File: src/common/cpuPkg.sv
package cpuPkg;

  // Widths and sizes
  localparam int wordBits     = 32;
  localparam int regCount     = 128;                    // Physical registers
  localparam int regIndexBits = $clog2(regCount);
  localparam logic [7:0] globalBase  = 8'd64;           // First global operand byte
  localparam logic [7:0] resetWindow = 8'd2;            // rPos after reset
  localparam int ramWords     = 256;
  localparam int ramIndexBits = $clog2(ramWords);
  localparam int ramLatency   = 2;                      // Seen strobe to acknowledge
  localparam int ramCountBits = $clog2(ramLatency + 1);

  // Opcodes, low byte of every instruction
  localparam logic [7:0] opNop    = 8'd0;
  localparam logic [7:0] opLoadi  = 8'd1;
  localparam logic [7:0] opAdd    = 8'd2;
  localparam logic [7:0] opSub    = 8'd3;
  localparam logic [7:0] opAnd    = 8'd4;
  localparam logic [7:0] opOr     = 8'd5;
  localparam logic [7:0] opXor    = 8'd6;
  localparam logic [7:0] opLoad   = 8'd7;
  localparam logic [7:0] opStore  = 8'd8;
  localparam logic [7:0] opJumpz  = 8'd9;
  localparam logic [7:0] opSetwin = 8'd10;
  localparam logic [7:0] opHalt   = 8'd255;

  // Sequencer modes
  localparam logic [2:0] modeFetch     = 3'd0;
  localparam logic [2:0] modeWaitFetch = 3'd1;
  localparam logic [2:0] modeReadRegs  = 3'd2;
  localparam logic [2:0] modeExecute   = 3'd3;
  localparam logic [2:0] modeMemory    = 3'd4;
  localparam logic [2:0] modeWaitMem   = 3'd5;
  localparam logic [2:0] modeRetire    = 3'd6;
  localparam logic [2:0] modeHalt      = 3'd7;

  typedef struct packed {
    logic [7:0] srcB;    // Bits 31:24
    logic [7:0] srcA;    // Bits 23:16
    logic [7:0] dest;    // Bits 15:8
    logic [7:0] opCode;  // Bits 7:0
  } regFormT;

  typedef struct packed {
    logic [15:0] imm16;  // Upper half
    logic [7:0]  target; // Same byte as dest
    logic [7:0]  opCode;
  } immFormT;

  // One instruction word, two views
  typedef union packed {
    regFormT regForm;
    immFormT immForm;
  } instrWordT;

  typedef struct packed {
    logic                readReq;
    logic                writeReq;
    logic [wordBits-1:0] address;   // Byte address
    logic [wordBits-1:0] writeData;
  } ramReqT;

  typedef struct packed {
    logic                readAck;
    logic                writeAck;
    logic [wordBits-1:0] readData;  // Valid with readAck
  } ramRespT;

  typedef struct packed {
    logic [7:0] dest;
    logic [7:0] srcA;
    logic [7:0] srcB;
  } operandsT;

  typedef struct packed {
    logic [wordBits-1:0] dest;
    logic [wordBits-1:0] srcA;
    logic [wordBits-1:0] srcB;
  } regValuesT;

  typedef struct packed {
    logic                enable;
    logic [7:0]          operand;   // Untranslated operand byte
    logic [wordBits-1:0] value;
  } regWriteT;

  typedef struct packed {
    logic       set;
    logic [7:0] base;
  } windowCmdT;

  typedef struct packed {
    logic                writesReg;
    logic [wordBits-1:0] value;
    logic                memRead;
    logic                memWrite;
    logic [wordBits-1:0] memAddress;
    logic                jumpTaken;
    logic [wordBits-1:0] jumpTarget;
    logic                setsWindow;
    logic                halt;
  } execResultT;

  typedef struct packed {
    logic                valid;
    logic [wordBits-1:0] ipointer;
    logic [7:0]          opCode;
    logic                writeEnable;
    logic [7:0]          dest;
    logic [wordBits-1:0] value;
  } retireT;

  typedef struct packed {
    logic                    enable;
    logic [ramIndexBits-1:0] index;  // Word index
    logic [wordBits-1:0]     data;
  } loadT;

endpackage

File: src/logic/execUnit.sv
`timescale 1ns/10ps

module execUnit import cpuPkg::*; (
  input  instrWordT           instr,
  input  regValuesT           values,
  input  logic [wordBits-1:0] ipointer,
  output execResultT          result
);

  logic [15:0]         imm;
  logic [wordBits-1:0] immSigned;

  assign imm       = instr.immForm.imm16;
  assign immSigned = {{(wordBits - 16){imm[15]}}, imm};

  always_comb begin
    result = '0;   // No effects unless the opcode says so
    case (instr.regForm.opCode)
      opNop: begin
      end
      opLoadi: begin
        result.writesReg = 1'b1;
        result.value     = immSigned;
      end
      // ALU ops read srcA and srcB in register form
      opAdd: begin
        result.writesReg = 1'b1;
        result.value     = values.srcA + values.srcB;
      end
      opSub: begin
        result.writesReg = 1'b1;
        result.value     = values.srcA - values.srcB;
      end
      opAnd: begin
        result.writesReg = 1'b1;
        result.value     = values.srcA & values.srcB;
      end
      opOr: begin
        result.writesReg = 1'b1;
        result.value     = values.srcA | values.srcB;
      end
      opXor: begin
        result.writesReg = 1'b1;
        result.value     = values.srcA ^ values.srcB;
      end
      opLoad: begin
        result.writesReg  = 1'b1;          // Value comes from RAM later
        result.memRead    = 1'b1;
        result.memAddress = values.srcA;
      end
      opStore: begin
        result.memWrite   = 1'b1;          // Data is srcB
        result.memAddress = values.srcA;
      end
      opJumpz: begin
        // Target register sits in the dest slot
        result.jumpTaken  = (values.dest == '0);
        result.jumpTarget = {ipointer[wordBits-1:16], imm};  // Within current 64 KB
      end
      opSetwin: result.setsWindow = 1'b1;  // Base taken from imm16
      opHalt:   result.halt       = 1'b1;
      default: begin
      end
    endcase
  end

endmodule

File: config.mk
export PLATFORM = sky130hd
export DESIGN_NAME = execUnit
export DESIGN_NICKNAME = d
export VERILOG_FILES = /design/src/common/cpuPkg.sv /design/src/logic/execUnit.sv
export SDC_FILE = /design/constraint.sdc
export NUM_CORES = 1
export LEC_CHECK = 0
export BUFFER_PORTS_ARGS = -buffer_cell sky130_fd_sc_hd__buf_2
export CAP_MARGIN = 20
export CORE_MARGIN = 2
export CORE_UTILIZATION = 53
export DETAILED_ROUTE_END_ITERATION = 8
export GPL_TIMING_DRIVEN = 0
export PLACE_DENSITY_LB_ADDON = 0.15
export SYNTH_ARGS = -nofsm -noshare
export SYNTH_HDL_FRONTEND = slang
export SYNTH_SLANG_ARGS = --single-unit
File: constraint.sdc
create_clock -name vclk -period 7.02
set_input_delay 0.702 -clock vclk [all_inputs]
set_output_delay 0.702 -clock vclk [all_outputs]
set_load 0.01 [all_outputs]
==> results.md, run 1 <==
- Outcome: finished, final reports clean
- Global Route Usage Sum: roughly a third
- Layout Nets: approximately 1300
- TNS Setup: 0 ns
- Gr ovfl total: 0
- Port Buf Inserts: between 200 and 250
- Critical-path cell list: buf_2, or4_1, buf_2, nor4_4, clkbuf_1, nor2_1, xnor2_1, ha_1, nand2b_1, a211oi_1, o21ai_0, a31oi_1, o22ai_1, or4_1, nand3_1, buf_2
- Initial antenna violation count: 0
- First-pass GRT wire length: 27200 µm
- Iter 0 DRT Violations: 377
- Top cells by count, synth: ha_1, inv_1, and2_1, a21oi_1, nand2_1
- Unrepaired setup endpoints after global routing: false
- Routed via count: 6430
- Share of cells above drive strength 1: 26.6%
- Maximum vdd drop: 0.0268 mV
- Vias in the first global route: roughly 5700
- Mapped Nets: 1022
- Post-DP HPWL: 14900 µm
- Worst EP required: between 6 and 7 ns
- P_leak: 3.53 nW
- Gpl congestion: 0.989
- Final Max Slew Viols: 0
- Final hold viol count: 0
- Pwr dens: 54.1 nW/µm²
- Core area: 9640 µm²
- Seq/Total Area, Yosys: 0%
- F_max: 166 MHz
- Die W: 103 µm
- Flip-flop and latch area: 0 µm²
- Max incr delay on CP: 0.56 ns
- Seq_cells: 0
- Count leader, synth: ha_1
- Top post-synthesis cells by area: ha_1, and2_1, xnor2_1
- Die H: ~100 µm
- Crit Path Max Fanout: 10
- Top cell type's share of synthesized area: 23.2%
- Rows: 36
- Post-cts gate resize count: 0
- TritonRoute pass-1 iters: 5
- Final min period: 6.03 ns
- Crit path kind: input port to primary output
- Area leader, netlist: ha_1
- Initial Utilization: 53.7%
- Worst path most repeated cell: buf_2
- CP Capture Type: primary output
- Hold-fix buffers, CTS: 0
- Drt total wl: 18100 µm
- Area growth syn-to-layout: 26.2%
- DR WL/cell: 15.9 µm
- Via/cell ratio: 5.66
- Ports: 262
- CP Launch Type: input port
- Critical Path AT: 5.32 ns
- Largest net degree at the start of global routing: 11
- Worst Hold Class: input port to primary output
- Average size of a mapped cell: between 6 and 7 µm²
- Synth cell types: 66
- Final worst path period share: a little under nine tenths
- Drt drc: 0
- Detail Route Antenna Nets: 0
- Max_slew headroom: 44.1%
- Cell area after synthesis: 5170 µm²
- Die area: 10600 µm²
- Slew @ Worst Pin: 0.839 ns
- Synth warn: 0
- Max Cap Violations: 0
- Post-Syn Instances: 765
- Clock buffers: 0
- Final setup vio count: 0
- Ant diodes: 0
- Pwr Total: 353 µW
- Worst path slowest cell: clkbuf_1
- # Post-CTS Setup Buffers: 0
cell families after synthesis:
| group | share of synthesized area, % |
|---|---|
| compound gates | 29.8 |
| xor+xnor | 9.45 |
| fa+ha+maj | 23.6 |
| buf+inv | 9.41 |
| mux | 2.51 |
| simple gates | 25.2 |
report_power, final:
group,switching [mW],total [mW],internal (mW),leakage [nW]
clock network,0,0,0,0
registers,0,0,0,0
logic,0.208,0.353,0.146,3.53
total,0.208,0.353,0.146,3.53
stage by stage:
stage	instances	worst slack, ns	util, %	hold WS (ns)	area, µm²
5_1_grt	1136	0.849	67.8	1.70	6530
6_report	1136	0.993	67.8	1.69	6530
2_1_floorplan	765	2.27	-	1.46	5170
3_5_place_dp	1136	1.17	67.8	1.69	6530
3_3_place_gp	1136	1.15	67.8	1.69	6530
4_1_cts	1136	1.14	67.8	1.69	6530
metal layers:
layer	wire (µm)	part of all wire [%]	vias up	global-route usage, %
met4	644	3.6	0	11.5
li1	-	-	3200	-
met5	0	0	-	0
met1	7820	43	2877	42.6
met2	8200	45	303	54.7
met3	1410	7.8	50	2.37
path summary, 6_finish.rpt:
kind / from / to / slack [ns] / cells past startpoint
hold / removal: ipointer[19] / result[21] / 1.69 / 3
setup / recovery: instr[5] / result[99] / 0.99 / 16
critical path, delay by kind of cell:
family	cells	cell delay [ns]
AND/OR/NAND/NOR	6	1.80
XOR/XNOR	1	0.16
buffers and inverters	4	0.98
adder cells (fa/ha/maj)	1	0.34
AO/OA/AOI/OAI	4	1.35
final cells by class:
cell class                      count  area (µm²)
Buffer                             38         156
Inverter                           88         330
Fill cell                         970        3110
Multi-Input combinational cell    639        4690
Timing Repair Buffer              238        1190
Tap cell                          133         166
cell usage in the layout (no fill, tap or decap), types with 7 or more instances in the layout:
master      n
a211oi_1   24
a21o_1     12
a21oi_1    62
a22oi_1    11
a31oi_1    12
and2_1     67
buf_2     249
clkbuf_1   23
ha_1       96
inv_1      88
mux2i_1    13
nand2_1    52
nand2b_1    9
nand3_1    12
nand4_1     7
nor2_1     45
nor3_1      9
nor4_1     13
o211ai_1   10
o21ai_0    49
o221ai_1   12
xnor2_1    44
xor2_1     10
Note: power is estimated with default switching activity, not from simulation.
==> run 2, diff against run 1 <==
--- a/config.mk
+++ b/config.mk
@@ -5,11 +5,11 @@
 export SDC_FILE = /design/constraint.sdc
 export NUM_CORES = 1
 export LEC_CHECK = 0
-export BUFFER_PORTS_ARGS = -buffer_cell sky130_fd_sc_hd__buf_2
 export CAP_MARGIN = 20
-export CORE_MARGIN = 2
-export CORE_UTILIZATION = 53
+export CORE_AREA = 2 2 100 102
 export DETAILED_ROUTE_END_ITERATION = 8
+export DIE_AREA = 0 0 102 104
+export DONT_BUFFER_PORTS = 1
 export GPL_TIMING_DRIVEN = 0
 export PLACE_DENSITY_LB_ADDON = 0.15
 export SYNTH_ARGS = -nofsm -noshare
==> results.md, run 2 (synthesized netlist as in run 1, its figures left out) <==
- Area growth syn-to-layout: 3.22%
- Crit Path Max Fanout: 10
- Layout Nets: 1024
- Critical-path cell list: or4_1, buf_2, nor4_4, clkbuf_1, a31oi_1, xnor2_1, ha_1, o211ai_1, a211oi_1, o21ai_0, a31oi_1, o22ai_1, or4_1, nand3_1
- Critical Path AT: 5.32 ns
- Final Max Slew Viols: 0
- Psw: 179 µW
- P_leak: ~2.4 nW
- Hold Path Stages: 1
- Clk network pwr share: 0%
- Final setup vio count: 0
- Most frequent cells in the layout: ha_1, inv_1, and2_1
- CP Capture Point: result[99]
- Worst slack, placed: 1.18 ns
- Post-DP HPWL: 15300 µm
- Slew @ Worst Pin: 0.806 ns
- Max incr delay on CP: ~0.65 ns
- Initial antenna violation count: 0
- CP Capture Type: primary output
- Max_slew headroom: 45.6%
- Switching share of power: 60.3%
- Final hold viol count: 0
- Ports: approximately 260
- Max Cap Violations: 0
- F_max: 166 MHz
- Maximum vdd drop: 0.0235 mV
- Flop pwr share: 0%
- Post-route worst setup slack: roughly 0.99 ns
- First-pass GRT wire length: about 29000 µm
- Delay-heaviest family, CP: compound AO/OA/AOI/OAI gates
- Ant diodes: 0
- Seq_cells: 0
- Worst EP required: 6.32 ns
- Share of cells above drive strength 1: 3.79%
- TritonRoute pass-1 iters: 5
- Iter 0 DRT Violations: approximately 300
- Largest net degree at the start of global routing: 11
- Worst path slowest cell: clkbuf_1
- Outcome: finished, final reports clean
- Initial Utilization: 54.2%
- # Post-CTS Setup Buffers: 0
- CP Launch Type: input port
- Post-cts gate resize count: 0
- Crit path launch: instr[5]
- Final worst path period share: 85.8%
- Gr ovfl total: 0
- TNS Setup: 0 ns
- Final core occ: 55.9%
- Die area: 10600 µm²
- Flip-flop and latch area: 0 µm²
- Clock buffers: 0
- Worst Path Buf+Inv: 2
- Die H: 104 µm
- Hold-fix buffers, CTS: 0
- Worst Hold Class: input port to primary output
- Drt drc: 0
- Port Buf Inserts: 0
- Final min period: between 6 and 7 ns
- Global Route Usage Sum: 33.3%
- Pwr Total: 297 µW
- Detail Route Antenna Nets: 0
- Via/cell ratio: 6.38
- Gpl congestion: 0.936
- Core area: roughly 9500 µm²
- Die W: 102 µm
- Power Internal: 118 µW
- Unrepaired setup endpoints after global routing: false
- Pwr dens: between 50 and 60 nW/µm²
- Crit path kind: input port to primary output
- Placed cell area: 5340 µm²
- DR WL/cell: 20.7 µm
- Most common cell after layout, fill and taps aside: ha_1
- Comb pwr share: 100.0%
- Finished Cell Area: 5340 µm²
- Vias in the first global route: 5599
- Routed via count: 5731
- WP depth: 14
- Rows: 36
- Drt total wl: 18600 µm
==> run 2: cell types whose count changed in the layout (fill, tap and decap cells not counted), sizes merged <==
cell  change
buf     -238
==> run 2: final cells by class <==
| class | count | area [µm²] |
|---|---|---|
| Multi-Input combinational cell | 639 | 4690 |
| Inverter | 88 | 330 |
| Buffer | 38 | 156 |
| Fill cell | 989 | 4210 |
| Tap cell | 133 | 166 |
==> run 2: routing by layer <==
layer,up-vias,routed length [µm],GRT usage [%]
li1,2714,-,-
met1,2707,7970,43.3
met2,270,8610,55.8
met3,40,1440,5.11
met4,0,569,10.2
met5,-,0,0
==> run 2: how the worst min path moves through the flow <==
stage                   from    endpoint  slack, ns
floorplan           instr[1]  result[67]       1.46
CTS                 instr[1]  result[67]       1.47
global placement    instr[1]  result[67]       1.47
detailed placement  instr[1]  result[67]       1.47
global route        instr[1]  result[67]       1.47
finish              instr[1]  result[67]       1.47
==> run 2: power groups by stage <==
| stage | clock network [mW] | logic [mW] | registers (mW) |
|---|---|---|---|
| finish | 0 | 0.297 | 0 |
| global route | 0 | 0.332 | 0 |
| CTS | 0 | 0.293 | 0 |
| detailed placement | 0 | 0.290 | 0 |
| global placement | 0 | 0.284 | 0 |
| floorplan | 0 | 0.229 | 0 |
==> run 2: metrics by stage <==
| step | hold WS, ns | instances |
|---|---|---|
| after floorplan | 1.46 | 765 |
| after global placement | 1.47 | 898 |
| after detailed placement | 1.47 | 898 |
| after CTS | 1.47 | 898 |
| after global routing | 1.47 | 898 |
| final | 1.47 | 898 |
==> run 3, diff against run 2 <==
--- a/config.mk
+++ b/config.mk
@@ -6,9 +6,9 @@
 export NUM_CORES = 1
 export LEC_CHECK = 0
 export CAP_MARGIN = 20
-export CORE_AREA = 2 2 100 102
+export CORE_AREA = 2 2 102 104
 export DETAILED_ROUTE_END_ITERATION = 8
-export DIE_AREA = 0 0 102 104
+export DIE_AREA = 0 0 104 106
 export DONT_BUFFER_PORTS = 1
 export GPL_TIMING_DRIVEN = 0
 export PLACE_DENSITY_LB_ADDON = 0.15
==> results.md, run 3 (synthesized netlist as in run 1, its figures left out) <==
- Share of cells above drive strength 1: 3.79%
- Slew @ Worst Pin: 0.838 ns
- Most common cell after layout, fill and taps aside: ha_1
- Routed via count: 5731
- Die H: 106 µm
- Most frequent cells in the layout: ha_1, inv_1, and2_1
- Port Buf Inserts: 0
- Ports: 262
- Detail Route Antenna Nets: 0
- Crit Path Max Fanout: 10
- CP Capture Type: primary output
- CP Launch Type: input port
- Worst Hold Class: input port to primary output
- Clock buffers: 0
- # Post-CTS Setup Buffers: 0
- Drt drc: 0
- Multi-input logic area: 4690 µm²
- Gpl congestion: approximately 0.97
- Final hold viol count: 0
- Final setup vio count: 0
- DR WL/cell: 20.5 µm
- Largest net degree at the start of global routing: 11
- Seq_cells: 0
- # fillers: 1023
- Final min period: 5.89 ns
- Global Route Usage Sum: approximately a third
- Die area: around 11000 µm²
- Outcome: finished, final reports clean
- Flip-flop and latch area: 0 µm²
- Gr ovfl total: 0
- Final Max Slew Viols: 0
- First-pass GRT wire length: 28800 µm
- Max incr delay on CP: 0.60 ns
- Core area: 10000 µm²
- Max Cap Violations: 0
- Initial antenna violation count: 0
- Iter 0 DRT Violations: about 330
- Final worst path period share: 83.8%
- Unrepaired setup endpoints after global routing: false
- Post-DP HPWL: 15300 µm
- Die W: roughly 100 µm
- F_max: around 170 MHz
- Crit path kind: input port to primary output
- Initial Utilization: 51.8%
- Worst EP required: between 6 and 7 ns
- Max_slew headroom: 44.1%
- Critical Path AT: 5.18 ns
- Rows: 37
- Vias in the first global route: 5539
- Area growth syn-to-layout: 3.34%
- Critical-path cell list: or4_1, buf_2, nor4_4, clkbuf_1, a31oi_1, xnor2_1, ha_1, o211ai_1, a211oi_1, o21ai_0, a31oi_1, o22ai_1, or4_1, nand3_1
- Hold-fix buffers, CTS: 0
- Layout Nets: 1024
- TNS Setup: 0 ns
- Worst path slowest cell: clkbuf_1
- Post-cts gate resize count: 0
- Worst Path Buf+Inv: 2
- Delay-heaviest family, CP: compound AO/OA/AOI/OAI gates
- Via/cell ratio: 6.35
- TritonRoute pass-1 iters: 5
- Drt total wl: 18500 µm
[run 3: routing by layer]
layer | track usage (%) | vias to the layer above | share of wire, %
met4 | 7.43 | 0 | 2.0
met2 | 57.0 | 284 | 48
met5 | 0 | - | 0
li1 | - | 2721 | -
met1 | 41.1 | 2692 | 42
met3 | 4.23 | 34 | 7.9
[run 3: final cells by class]
cell class	count	area share, %
inverters	88	6.18
plain buffers	38	2.92
multi-input cells	639	87.7
diodes	1	0.0468
well taps	136	3.18
[run 3: final timing paths]
check | slack, ns | cells past startpoint | to | from
min | 1.47 | 1 | result[67] | instr[1]
max | 1.13 | 14 | result[99] | instr[5]
[run 3: through the flow]
stage | utilization, % | setup slack [ns] | instance area [µm²] | hold slack [ns] | cells
after floorplan | - | 2.27 | 5170 | 1.46 | 765
after global placement | 53.5 | 1.24 | 5350 | 1.47 | 901
after detailed placement | 53.5 | 1.21 | 5350 | 1.47 | 901
after CTS | 53.5 | 1.18 | 5350 | 1.47 | 901
after global routing | 53.5 | 0.804 | 5350 | 1.48 | 901
final | 53.5 | 1.13 | 5350 | 1.47 | 902
