===== src/common/cpuPkg.sv =====
package cpuPkg;

  // Widths and sizes
  localparam int wordBits     = 32;
  localparam int regCount     = 128;                    // Physical registers
  localparam int regIndexBits = $clog2(regCount);
  localparam logic [7:0] globalBase  = 8'd64;           // First global operand byte
  localparam logic [7:0] resetWindow = 8'd2;            // rPos after reset
  localparam int ramWords     = 256;
  localparam int ramIndexBits = $clog2(ramWords);
  localparam int ramLatency   = 2;                      // Seen strobe to acknowledge
  localparam int ramCountBits = $clog2(ramLatency + 1);

  // Opcodes, low byte of every instruction
  localparam logic [7:0] opNop    = 8'd0;
  localparam logic [7:0] opLoadi  = 8'd1;
  localparam logic [7:0] opAdd    = 8'd2;
  localparam logic [7:0] opSub    = 8'd3;
  localparam logic [7:0] opAnd    = 8'd4;
  localparam logic [7:0] opOr     = 8'd5;
  localparam logic [7:0] opXor    = 8'd6;
  localparam logic [7:0] opLoad   = 8'd7;
  localparam logic [7:0] opStore  = 8'd8;
  localparam logic [7:0] opJumpz  = 8'd9;
  localparam logic [7:0] opSetwin = 8'd10;
  localparam logic [7:0] opHalt   = 8'd255;

  // Sequencer modes
  localparam logic [2:0] modeFetch     = 3'd0;
  localparam logic [2:0] modeWaitFetch = 3'd1;
  localparam logic [2:0] modeReadRegs  = 3'd2;
  localparam logic [2:0] modeExecute   = 3'd3;
  localparam logic [2:0] modeMemory    = 3'd4;
  localparam logic [2:0] modeWaitMem   = 3'd5;
  localparam logic [2:0] modeRetire    = 3'd6;
  localparam logic [2:0] modeHalt      = 3'd7;

  typedef struct packed {
    logic [7:0] srcB;    // Bits 31:24
    logic [7:0] srcA;    // Bits 23:16
    logic [7:0] dest;    // Bits 15:8
    logic [7:0] opCode;  // Bits 7:0
  } regFormT;

  typedef struct packed {
    logic [15:0] imm16;  // Upper half
    logic [7:0]  target; // Same byte as dest
    logic [7:0]  opCode;
  } immFormT;

  // One instruction word, two views
  typedef union packed {
    regFormT regForm;
    immFormT immForm;
  } instrWordT;

  typedef struct packed {
    logic                readReq;
    logic                writeReq;
    logic [wordBits-1:0] address;   // Byte address
    logic [wordBits-1:0] writeData;
  } ramReqT;

  typedef struct packed {
    logic                readAck;
    logic                writeAck;
    logic [wordBits-1:0] readData;  // Valid with readAck
  } ramRespT;

  typedef struct packed {
    logic [7:0] dest;
    logic [7:0] srcA;
    logic [7:0] srcB;
  } operandsT;

  typedef struct packed {
    logic [wordBits-1:0] dest;
    logic [wordBits-1:0] srcA;
    logic [wordBits-1:0] srcB;
  } regValuesT;

  typedef struct packed {
    logic                enable;
    logic [7:0]          operand;   // Untranslated operand byte
    logic [wordBits-1:0] value;
  } regWriteT;

  typedef struct packed {
    logic       set;
    logic [7:0] base;
  } windowCmdT;

  typedef struct packed {
    logic                writesReg;
    logic [wordBits-1:0] value;
    logic                memRead;
    logic                memWrite;
    logic [wordBits-1:0] memAddress;
    logic                jumpTaken;
    logic [wordBits-1:0] jumpTarget;
    logic                setsWindow;
    logic                halt;
  } execResultT;

  typedef struct packed {
    logic                valid;
    logic [wordBits-1:0] ipointer;
    logic [7:0]          opCode;
    logic                writeEnable;
    logic [7:0]          dest;
    logic [wordBits-1:0] value;
  } retireT;

  typedef struct packed {
    logic                    enable;
    logic [ramIndexBits-1:0] index;  // Word index
    logic [wordBits-1:0]     data;
  } loadT;

endpackage


===== src/core/instrSequencer.sv =====
`timescale 1ns/10ps

module instrSequencer import cpuPkg::*; (
  input  logic                clk,
  input  logic                reset,
  input  ramRespT             ramResp,
  output ramReqT              ramReq,
  output operandsT            operands,
  input  regValuesT           regValues,
  output regWriteT            regWrite,
  output windowCmdT           windowCmd,
  output instrWordT           instr,          // Latched instruction
  output logic [wordBits-1:0] ipointer,
  output regValuesT           latchedValues,
  input  execResultT          execResult,
  output retireT              retire,
  output logic                halted
);

  logic [2:0] mode;
  execResultT result;      // Latched in execute, value patched by LOAD
  instrWordT  fetchWord;   // Word whose operand bytes go to the window
  logic       memAccess;

  // Mode machine and instruction pointer
  always_ff @(posedge clk or posedge reset) begin
    if (reset) begin
      mode     <= modeFetch;
      ipointer <= '0;
    end else begin
      case (mode)
        modeFetch: mode <= modeWaitFetch;            // Read strobe goes out now
        modeWaitFetch: begin
          if (ramResp.readAck) mode <= modeReadRegs;
        end
        modeReadRegs: mode <= modeExecute;           // Window values arrive here
        modeExecute: begin
          if (execResult.memRead || execResult.memWrite) begin
            mode <= modeMemory;
          end else begin
            mode <= modeRetire;
          end
        end
        modeMemory: mode <= modeWaitMem;             // Data strobe goes out now
        modeWaitMem: begin
          if (ramResp.readAck || ramResp.writeAck) mode <= modeRetire;
        end
        modeRetire: begin
          // Next instruction address
          if (result.jumpTaken) begin
            ipointer <= result.jumpTarget;
          end else begin
            ipointer <= ipointer + wordBits'(4);
          end
          mode <= result.halt ? modeHalt : modeFetch;
        end
        modeHalt: mode <= modeHalt;                  // Parked until reset
        default: mode <= modeFetch;
      endcase
    end
  end

  // Instruction, operand values and result
  always_ff @(posedge clk) begin
    if (mode == modeWaitFetch && ramResp.readAck) instr <= ramResp.readData;
    if (mode == modeReadRegs) latchedValues <= regValues;
    if (mode == modeExecute) result <= execResult;
    if (mode == modeWaitMem && ramResp.readAck) begin
      result.value <= ramResp.readData;  // LOAD data replaces the ALU value
    end
  end

  // Operand bytes follow the incoming word during the acknowledge
  // so the registered reads are ready in readRegs
  assign fetchWord = (mode == modeWaitFetch) ? instrWordT'(ramResp.readData) : instr;

  always_comb begin
    operands.dest = fetchWord.regForm.dest;
    operands.srcA = fetchWord.regForm.srcA;
    operands.srcB = fetchWord.regForm.srcB;
  end

  // RAM strobes for fetch and data access
  assign memAccess = (mode == modeMemory);

  always_comb begin
    ramReq.readReq   = ((mode == modeFetch) && !reset) || (memAccess && result.memRead);
    ramReq.writeReq  = memAccess && result.memWrite;
    ramReq.address   = (mode == modeFetch) ? ipointer : result.memAddress;
    ramReq.writeData = latchedValues.srcB;   // STORE data
  end

  // Retire side effects
  always_comb begin
    regWrite.enable  = (mode == modeRetire) && result.writesReg;
    regWrite.operand = instr.regForm.dest;   // Also the immediate target
    regWrite.value   = result.value;

    windowCmd.set  = (mode == modeRetire) && result.setsWindow;
    windowCmd.base = instr.immForm.imm16[7:0];

    retire.valid       = (mode == modeRetire);
    retire.ipointer    = ipointer;
    retire.opCode      = instr.regForm.opCode;
    retire.writeEnable = result.writesReg;
    retire.dest        = instr.regForm.dest;
    retire.value       = result.value;
  end

  // High from the HALT retire onward
  assign halted = (mode == modeHalt) || ((mode == modeRetire) && result.halt);

endmodule


===== config.mk =====
export PLATFORM = sky130hd
export DESIGN_NAME = instrSequencer
export DESIGN_NICKNAME = d
export VERILOG_FILES = /design/src/common/cpuPkg.sv /design/src/core/instrSequencer.sv
export SDC_FILE = /design/constraint.sdc
export NUM_CORES = 1
export LEC_CHECK = 0
export ABC_AREA = 1
export BUFFER_PORTS_ARGS = -buffer_cell sky130_fd_sc_hd__buf_2
export CAP_MARGIN = 10
export CORE_AREA = 8 8 231 233
export CTS_CLUSTER_SIZE = 30
export DETAILED_ROUTE_END_ITERATION = 16
export DIE_AREA = 0 0 239 241
export MAX_ROUTING_LAYER = met4
export PLACE_DENSITY = 0.46
export REMOVE_ABC_BUFFERS = 1
export SLEW_MARGIN = 25
export SYNTH_ARGS = -nofsm -noshare
export SYNTH_HDL_FRONTEND = slang
export SYNTH_SLANG_ARGS = --single-unit

===== constraint.sdc =====
create_clock -name clk -period 9.3 [get_ports clk]
set_clock_uncertainty 0.1 [all_clocks]
set_input_delay 0.93 -clock clk [delete_from_list [all_inputs] [get_ports clk]]
set_output_delay 0.93 -clock clk [all_outputs]
set_load 0.05 [all_outputs]

==> results_dict.tcl, run 1 <==
set metrics [dict create \
    synth_cells 1036 \
    cts_inserted_buffers 31 \
    drt_first_pass_iters 4 \
    post_cts_resized 0 \
    max_cap_violations 0 \
    detail_route.wl_per_cell_um 21.4 \
    dieArea_um2 57600 \
    clk-insertion-delay-late_ns 0.58 \
    drtIter0Drc 549 \
    ctsHoldBuffers 0 \
    drv_slew 0 \
    worstMarginPinSlew_ns 0.985 \
    min_period_ns 3.44 \
    numPortBuffers 616 \
    cts_sinks 265 \
    core_area_um2 49700 \
    stdcell_count 2209 \
    ys_types 30 \
    grt_usage 0.158 \
    leakagePower_uw 0.00696 \
    die_h_um 241 \
    antenna_found_initial 13 \
    path_clk_slew_ns 0.06 \
    vdd_drop_max_mv 0.230 \
    synth_top_area_share 0.585 \
    grt_pass1_vias 9396 \
    clockBufferDepth 3 \
    io_pins 617 \
    cts_root_buf "clkbuf_16" \
    drive_above_1_share 0.471 \
    cp-start-kind "register" \
    layout.nets 1737 \
    dp.final_hpwl_um 37800 \
    dp_cells 2141 \
    routed_wl_um 47200 \
    setup_slack_ns 5.86 \
    drcViolationCount 0 \
    grt_max_degree 73 \
    num_rows 82 \
    grt_pass1_wl_um 65800 \
    vias_per_cell 4.11 \
    grt_overflow 0 \
    layout_common_cells "buf_2 (616), nand2_1 (274), edfxtp_1 (230), nor2_1 (77), inv_1 (58)" \
    vias 9086 \
    p_per_area_nw_per_um2 408 \
    synthTopCellsByArea "edfxtp_1 (58%), buf_4 (10%), nand2_1 (8.7%)" \
    synth_edf_count 230 \
    multi_input_area_um2 2440 \
    fmax_ghz 0.290 \
    gp_congestion 0.883 \
    yosysSeqAreaShare 0.659 \
    synth_ff_type "edfxtp_1" \
    ys_seq_elements 265 \
    tritoncts "done" \
    final_common_cell "buf_2" \
    fin_crit_sh 0.370 \
    outcome "complete, no violations" \
    hp-class "reg -> reg" \
    post-cts-setup-buffer-count 0 \
    critical_path_class "reg -> out" \
    path_max_fanout 62 \
    dp_slack_ns 6.07 \
    nFillCells 5217 \
    synth_top_area_cell "edfxtp_1" \
    setup_viol 0 \
    synth_area_per_cell_um2 11.4 \
    grt_setup_unrepaired "no" \
    syn_to_final_growth_pct 30.7 \
    relSlewSlack 0.344 \
    htreeDepth 1 \
    ant_nets 0 \
    start_util 0.238 \
    die_x_um 239 \
    setup_tns_ns 0 \
    critPathCaptureType "output port" \
    required_ns 8.27 \
    hold_viol_final 0 \
    async_flop_share 0.132 \
    synth_area_um2 11800 \
    seq_area_um2 7780 \
    yosysWarningCount 0 \
    cp.arrival_ns 2.41 \
]
cell families (layout without fill, tap and decap cells):
| group | after synthesis | after routing | share of synthesized area |
|---|---|---|---|
| mux | 26 | 26 | 0.0248 |
| other cells | 0 | 11 | 0 |
| fa+ha+maj | 1 | 1 | 0.00106 |
| flops | 265 | 265 | 0.659 |
| compound gates | 75 | 75 | 0.0342 |
| simple gates | 416 | 416 | 0.143 |
| buf+inv | 253 | 743 | 0.138 |
registers in the layout, indices dropped and copies added, names as in the netlist:
register / cells
mode: 3
ipointer: 32
result: 69
regWrite: 32
retire: 1
latchedValues: 96
instr: 32
stage by stage:
stage	util	hold WS [ns]	power, uW	cell area [um^2]
3_3_place_gp	0.290	0.362	5190	14400
3_5_place_dp	0.291	0.370	5210	14400
4_1_cts	0.310	0.361	6410	15400
6_report	0.311	0.383	6300	15400
5_1_grt	0.311	0.376	6600	15400
2_1_floorplan	-	0.355	4280	10400
cells in the mapped netlist (2+ instances only):
cell	count
nor2_4	3
buf_2	9
inv_2	4
o21ai_0	45
buf_4	161
a21oi_1	18
nor3_1	3
nand3b_1	2
edfxtp_1	230
buf_6	7
nor2_2	4
nand2_1	275
dfrtp_1	35
mux2_2	23
nand3_1	34
nor2_1	79
o211ai_1	8
nand2_2	13
mux2_1	3
clkbuf_1	10
inv_1	60
o21bai_1	2
where the power goes:
group,internal (uW),switching (uW),leakage [uW],total (uW)
logic,578,2610,0.00394,3190
clock network,666,496,0.000465,1160
registers,1700,257,0.00255,1960
total,2940,3360,0.00696,6300
metal layers:
| layer | up-vias | global-route usage | wire [um] |
|---|---|---|---|
| met2 | 390 | 0.267 | 23500 |
| met3 | 40 | 0.0449 | 3860 |
| met5 | - | - | 0 |
| met4 | 0 | 0.0333 | 722 |
| li1 | 4244 | - | - |
| met1 | 4412 | 0.188 | 19100 |
area by class of cell:
cell class	count	share of cell area
Inverter	64	0.0157
Timing Repair Buffer	622	0.204
Antenna cell	11	0.00178
Clock buffer	38	0.0519
Sequential cell	265	0.504
Multi-Input combinational cell	518	0.158
Tap cell	672	0.0545
Clock inverter	19	0.0100
worst paths after layout:
path,start,endpoint,slack [ns],cells after the start
max,mode[0],ramReq[36],5.86,6
min,result[2],ipointer[0],0.38,1
max reg2reg,mode[2],latchedValues[22],6.48,4
min reg2reg,result[2],ipointer[0],0.38,1
max in group asynchronous,reset,ipointer[30],8.02,2
min in group asynchronous,reset,ipointer[1],0.48,2
worst max-delay path, cell delays in order (launching register included):
cell	delay, ns
dfrtp_1	0.48
nor2_1	0.25
nand2_4	0.35
inv_1	0.32
nand2_1	0.08
nand2_1	0.07
buf_2	0.26
Note: power is estimated with default switching activity, not from simulation.
==> run 2: changes to the inputs <==
ABC_AREA = 0   (was 1)
CORE_AREA = 8 8 232 234   (was 8 8 231 233)
DIE_AREA = 0 0 240 242   (was 0 0 239 241)
PLACE_DENSITY = 0.45   (was 0.46)
clock period = 3.3 ns   (was 9.3 ns; I/O delays follow)
==> run 2 against run 1 <==
Net effect:
- sequential share of layout area down 6.3 points
- routed wire length up 4.1%
- sequential power rose to 2.8 times the previous value
- utilization up 3.9 points
- first-iteration DRC count down 8.0%
- non-clock buffer count up 239
- critical endpoint is now regWrite[40]
- highest routed layer unchanged
==> results_dict.tcl, run 2 <==
set metrics [dict create \
    synth_top_area_share 0.596 \
    antenna_found_initial 6 \
    largestRegisters "latchedValues x96, result x69" \
    clk-insertion-delay-late_ns 0.54 \
    final_area_um2 17600 \
    synth_top_area_cell "edfxtp_1" \
    fin_util 0.349 \
    detail_route.wl_per_cell_um 22.2 \
    final_common_cell "buf_2" \
    outcome "complete, no violations" \
    post_cts_resized 0 \
    path_max_fanout 20 \
    setup_viol 0 \
    numPortBuffers 616 \
    p_per_area_nw_per_um2 918 \
    synth_area_per_cell_um2 14.5 \
    synth_ff_type "edfxtp_1" \
    gp_congestion 0.829 \
    top_layer "met4" \
    wl_met2_um 22900 \
    max_cap_violations 0 \
    critPathCaptureType "output port" \
    multi_input_area_um2 2390 \
    setup_tns_ns 0 \
    layout.nets 1734 \
    grt_setup_unrepaired "no" \
    htreeDepth 2 \
    grt_pass1_vias 10300 \
    ctsHoldBuffers 232 \
    crit_slowest_cell "dfrtp_1" \
    vias_per_cell 4.24 \
    seq_area_um2 7780 \
    critical_path_class "reg -> out" \
    drv_slew 0 \
    io_pins 617 \
    synth.most_common_cell "edfxtp_1" \
    drive_above_1_share 0.490 \
    die_h_um 242 \
    finalPower_uw 16200 \
    leakagePower_uw 0.00735 \
    drcViolationCount 0 \
    die_x_um 240 \
    synthTopCellsByArea "edfxtp_1 (60%), buf_4 (11%), dfrtp_1 (7.6%)" \
    path_clk_slew_ns 0.06 \
    async_flop_share 0.132 \
    required_ns 2.87 \
    hp-class "in -> reg" \
    min_to "regWrite[31]" \
    ys_seq_elements 265 \
    syn_to_final_growth_pct 52.3 \
    grt_usage 0.166 \
    routed_wl_um 49100 \
    placed_area_um2 14300 \
    wl_met1_um 20700 \
    reg2reg_setup_slack_ns 0.90 \
    synth_edf_count 230 \
    hold_depth 2 \
    clockBufferDepth 3 \
    layout_common_cells "buf_2 (616), dlygate4sd3_1 (232), edfxtp_1 (230), mux2_2 (56)" \
    dp.final_hpwl_um 37400 \
    largest_reg_flops 96 \
    cp.arrival_ns 2.55 \
    num_rows 83 \
    post-cts-setup-buffer-count 0 \
    largest_register "latchedValues" \
    timing.rr.end "ipointer[24]" \
    core_area_um2 50500 \
    drt_first_pass_iters 5 \
    cts_root_buf "clkbuf_16" \
    grt_max_degree 104 \
    yosysSeqAreaShare 0.672 \
    met3_length_um 3740 \
    ys_types 59 \
    hold_viol_final 0 \
    holdCritStartpoint "execResult[100]" \
    ant_nets 0 \
    tritoncts "done" \
    worstMarginPinSlew_ns 0.905 \
    min_period_ns 2.98 \
    fin_crit_sh 0.903 \
    grt_pass1_wl_um 69800 \
    fmax_ghz 0.336 \
    vias 9375 \
    cts_inserted_buffers 35 \
    synth_cells 800 \
    grt_overflow 0 \
    cp-start-kind "register" \
    start_util 0.230 \
    r2r_cells 4 \
    synth_common_cells "edfxtp_1 (230), buf_4 (163), mux2_2 (56), dfrtp_1 (35), a22o_1 (32)" \
    slowest_delay_ns 0.68 \
    cts_sinks 265 \
    nFillCells 5073 \
    relSlewSlack 0.397 \
    yosysWarningCount 0 \
    crit_chain "nand3b_4, inv_1, and2_1, buf_2" \
    drtIter0Drc 505 \
    synth_area_um2 11600 \
    r2r_start "ipointer[15]" \
    dieArea_um2 58100 \
    vdd_drop_max_mv 0.498 \
]
-- run 2: cell types whose count changed after synthesis, sizes merged, moves of 13 or more --
| cell | delta |
|---|---|
| mux2 | +32 |
| o21ai | -29 |
| nor2 | -66 |
| and3 | +13 |
| nand2 | -269 |
| inv | -50 |
| nor3 | +15 |
| nand3 | -16 |
| nand4 | +17 |
| a22o | +32 |
-- run 2: cell type report --
type                       count  share of cell area
sequential                   265               0.441
timing repair buffer         861               0.313
multi-input combinational    322               0.135
clock buffer                  45              0.0518
tap                          680              0.0482
clock inverter                17             0.00582
inverter                      14             0.00298
antenna                        8             0.00114
-- run 2: metal layers --
layer  vias up  GRT usage
met3        77     0.0415
met4         0     0.0669
li1       4287          -
met5         -          -
met1      4555      0.205
met2       456      0.260
-- run 2: worst max-delay path by stage --
stage / to / cells past startpoint / startpoint / slack, ns
global route: windowCmd[8] / 4 / mode[2] / 0.09
floorplan: latchedValues[0] / 2 / mode[1] / -4.59
CTS: windowCmd[8] / 4 / mode[2] / 0.21
global placement: windowCmd[8] / 4 / mode[2] / 0.84
finish: regWrite[40] / 4 / mode[2] / 0.32
detailed placement: windowCmd[8] / 4 / mode[2] / 0.81
-- run 2: worst max-delay path, delay by kind of cell (launching register included) --
family | cells | cell delay, ns
flip-flops | 1 | 0.68
buffers and inverters | 2 | 0.75
AND/OR/NAND/NOR | 2 | 0.57
-- run 2: stage by stage --
step	std cells	hold WS (ns)	setup slack (ns)
6_report	2212	0.0808	0.321
5_1_grt	2209	0.0378	0.0853
4_1_cts	2204	0.0292	0.207
3_5_place_dp	1910	0.365	0.812
3_3_place_gp	1910	0.366	0.840
2_1_floorplan	601	0.329	-4.59
-- run 2: power by group --
group	internal [uW]	switching, uW
sequential	4600	783
clock	1970	1470
combinational	1660	5700
-- run 2: logic make-up after synthesis --
kind of cell,Yosys count,synth area share
AOI/OAI and AO/OA,115,0.0715
adders and majority gates,1,0.00108
buffers and inverters,213,0.124
DFF,265,0.672
muxes,61,0.0590
and+or+nand+nor,145,0.0728
==> run 3: changes to the inputs <==
CORE_AREA = 8 8 235 237   (was 8 8 232 234)
DIE_AREA = 0 0 243 245   (was 0 0 240 242)
PLACE_DENSITY = 0.44   (was 0.45)
clock period = 3.6 ns   (was 3.3 ns; I/O delays follow)
==> run 3 against run 2 <==
Net effect:
- global-route usage grew 0.25 points
- largest power group unchanged
- largest cell class unchanged
- combinational power shrank 7.6%
- register-to-register slack gained 0.16 ns
- clock-buffer cell count decreased by 4
- power decreased by 6.9%
- die area is 2.5% higher
==> results_dict.tcl, run 3 (synthesis results as in run 2) <==
set metrics [dict create \
    num_rows 84 \
    die_h_um 245 \
    hold_depth 2 \
    htreeDepth 2 \
    holdCritStartpoint "execResult[70]" \
    routed_wl_um 51100 \
    core_area_um2 51700 \
    dp.final_hpwl_um 39300 \
    critPathCaptureType "output port" \
    vias_per_cell 4.24 \
    hold_viol_final 0 \
    vias 9363 \
    relSlewSlack 0.355 \
    ctsHoldBuffers 224 \
    start_util 0.224 \
    post_cts_resized 0 \
    setup_slack_ns 0.715 \
    drive_above_1_share 0.497 \
    fmax_ghz 0.347 \
    dieArea_um2 59500 \
    die_x_um 243 \
    worstMarginPinSlew_ns 0.968 \
    drtIter0Drc 544 \
    ant_nets 0 \
    syn_to_final_growth_pct 52.0 \
    drv_slew 0 \
    fin_util 0.340 \
    path_clk_slew_ns 0.05 \
    layout_common_cells "buf_2 (616), edfxtp_1 (230), dlygate4sd3_1 (224), mux2_2 (56), dfrtp_1 (35)" \
    outcome "complete, no violations" \
    tritoncts "done" \
    detail_route.wl_per_cell_um 23.1 \
    gp_congestion 0.819 \
    nFillCells 5141 \
    reg2reg_setup_slack_ns 1.06 \
    vdd_drop_max_mv 0.468 \
    final_common_cell "buf_2" \
    io_pins 617 \
    clockBufferDepth 3 \
    r2r_cells 4 \
    grt_overflow 0 \
    largest_reg_flops 96 \
    grt_pass1_vias 10200 \
    cts_root_buf "clkbuf_16" \
    min_to "regWrite[1]" \
    fin_crit_sh 0.801 \
    grt_setup_unrepaired "no" \
    hp-class "in -> reg" \
    max_cap_violations 0 \
    cp-start-kind "register" \
    cp.arrival_ns 2.43 \
    timing.rr.end "instr[26]" \
    grt_usage 0.169 \
    cts_inserted_buffers 34 \
    dp_slack_ns 1.04 \
    numPortBuffers 616 \
    layout.nets 1723 \
    r2r_start "mode[0]" \
    path_max_fanout 25 \
    largest_register "latchedValues" \
    post-cts-setup-buffer-count 0 \
    grt_max_degree 104 \
    largestRegisters "latchedValues x96, result x69" \
    leakagePower_uw 0.00734 \
    clk-insertion-delay-late_ns 0.54 \
    required_ns 3.14 \
    drcViolationCount 0 \
    setup_viol 0 \
    drt_first_pass_iters 4 \
    min_period_ns 2.89 \
    critical_path_class "reg -> out" \
    p_per_area_nw_per_um2 856 \
    grt_pass1_wl_um 72200 \
    antenna_found_initial 13 \
    cts_sinks 265 \
]
## run 3: changes by cell type in the layout (fill, tap and decap cells not counted), sizes merged
cell | before | now
clkbuf | 45 | 41
buf | 629 | 627
dlygate4sd3 | 232 | 224
inv | 18 | 16
bufinv | 0 | 3
clkinv | 12 | 13
## run 3: metal layers
layer  vias up  GRT usage  wire length [um]
met5         -          -                 0
met4         0     0.0522              1300
met2       437      0.260             23500
met3        59     0.0499              3870
li1       4257          -                 -
met1      4610      0.213             22400
## run 3: final cells by class
cell class	instances	area, um^2	area share
Sequential cell	265	7780	0.442
Clock buffer	41	877	0.0498
Antenna cell	8	20.0	0.00114
Tap cell	688	861	0.0489
Inverter	14	52.6	0.00298
Clock inverter	19	193	0.0109
Timing Repair Buffer	851	5430	0.309
Multi-Input combinational cell	322	2390	0.136
## run 3: through the flow
step	total power (uW)	hold WS, ns	instance area (um^2)	std cells	setup TNS, ns
5_1_grt	15700	0.0307	17600	2208	0
2_1_floorplan	9570	0.355	10200	601	-665.56
6_report	15100	0.0360	17600	2208	0
3_3_place_gp	11700	0.369	14300	1916	0
4_1_cts	15300	0.00238	17600	2200	0
3_5_place_dp	11700	0.366	14300	1916	0
## run 3: power breakdown
group          internal [uW]  switching (uW)  total, uW
logic                   1500            5300       6800
registers               4220             726       4950
clock network           1970            1360       3330
## run 3: critical path, cell delays in order, from the launching register on
cell and delay [ns]:
dfrtp_1 0.55, nor2b_1 0.23, nor2b_2 0.16, buf_4 0.34, mux2_2 0.39, buf_2 0.22
## run 3: how the worst max path moves through the flow
stage,startpoint,depth (start not counted),to,slack (ns)
2_1_floorplan,mode[1],2,latchedValues[0],-4.29
3_3_place_gp,mode[0],4,instr[15],1.08
3_5_place_dp,mode[0],4,instr[3],1.04
4_1_cts,mode[2],4,ramReq[49],0.61
5_1_grt,mode[0],5,operands[16],0.54
6_report,mode[0],5,operands[3],0.71
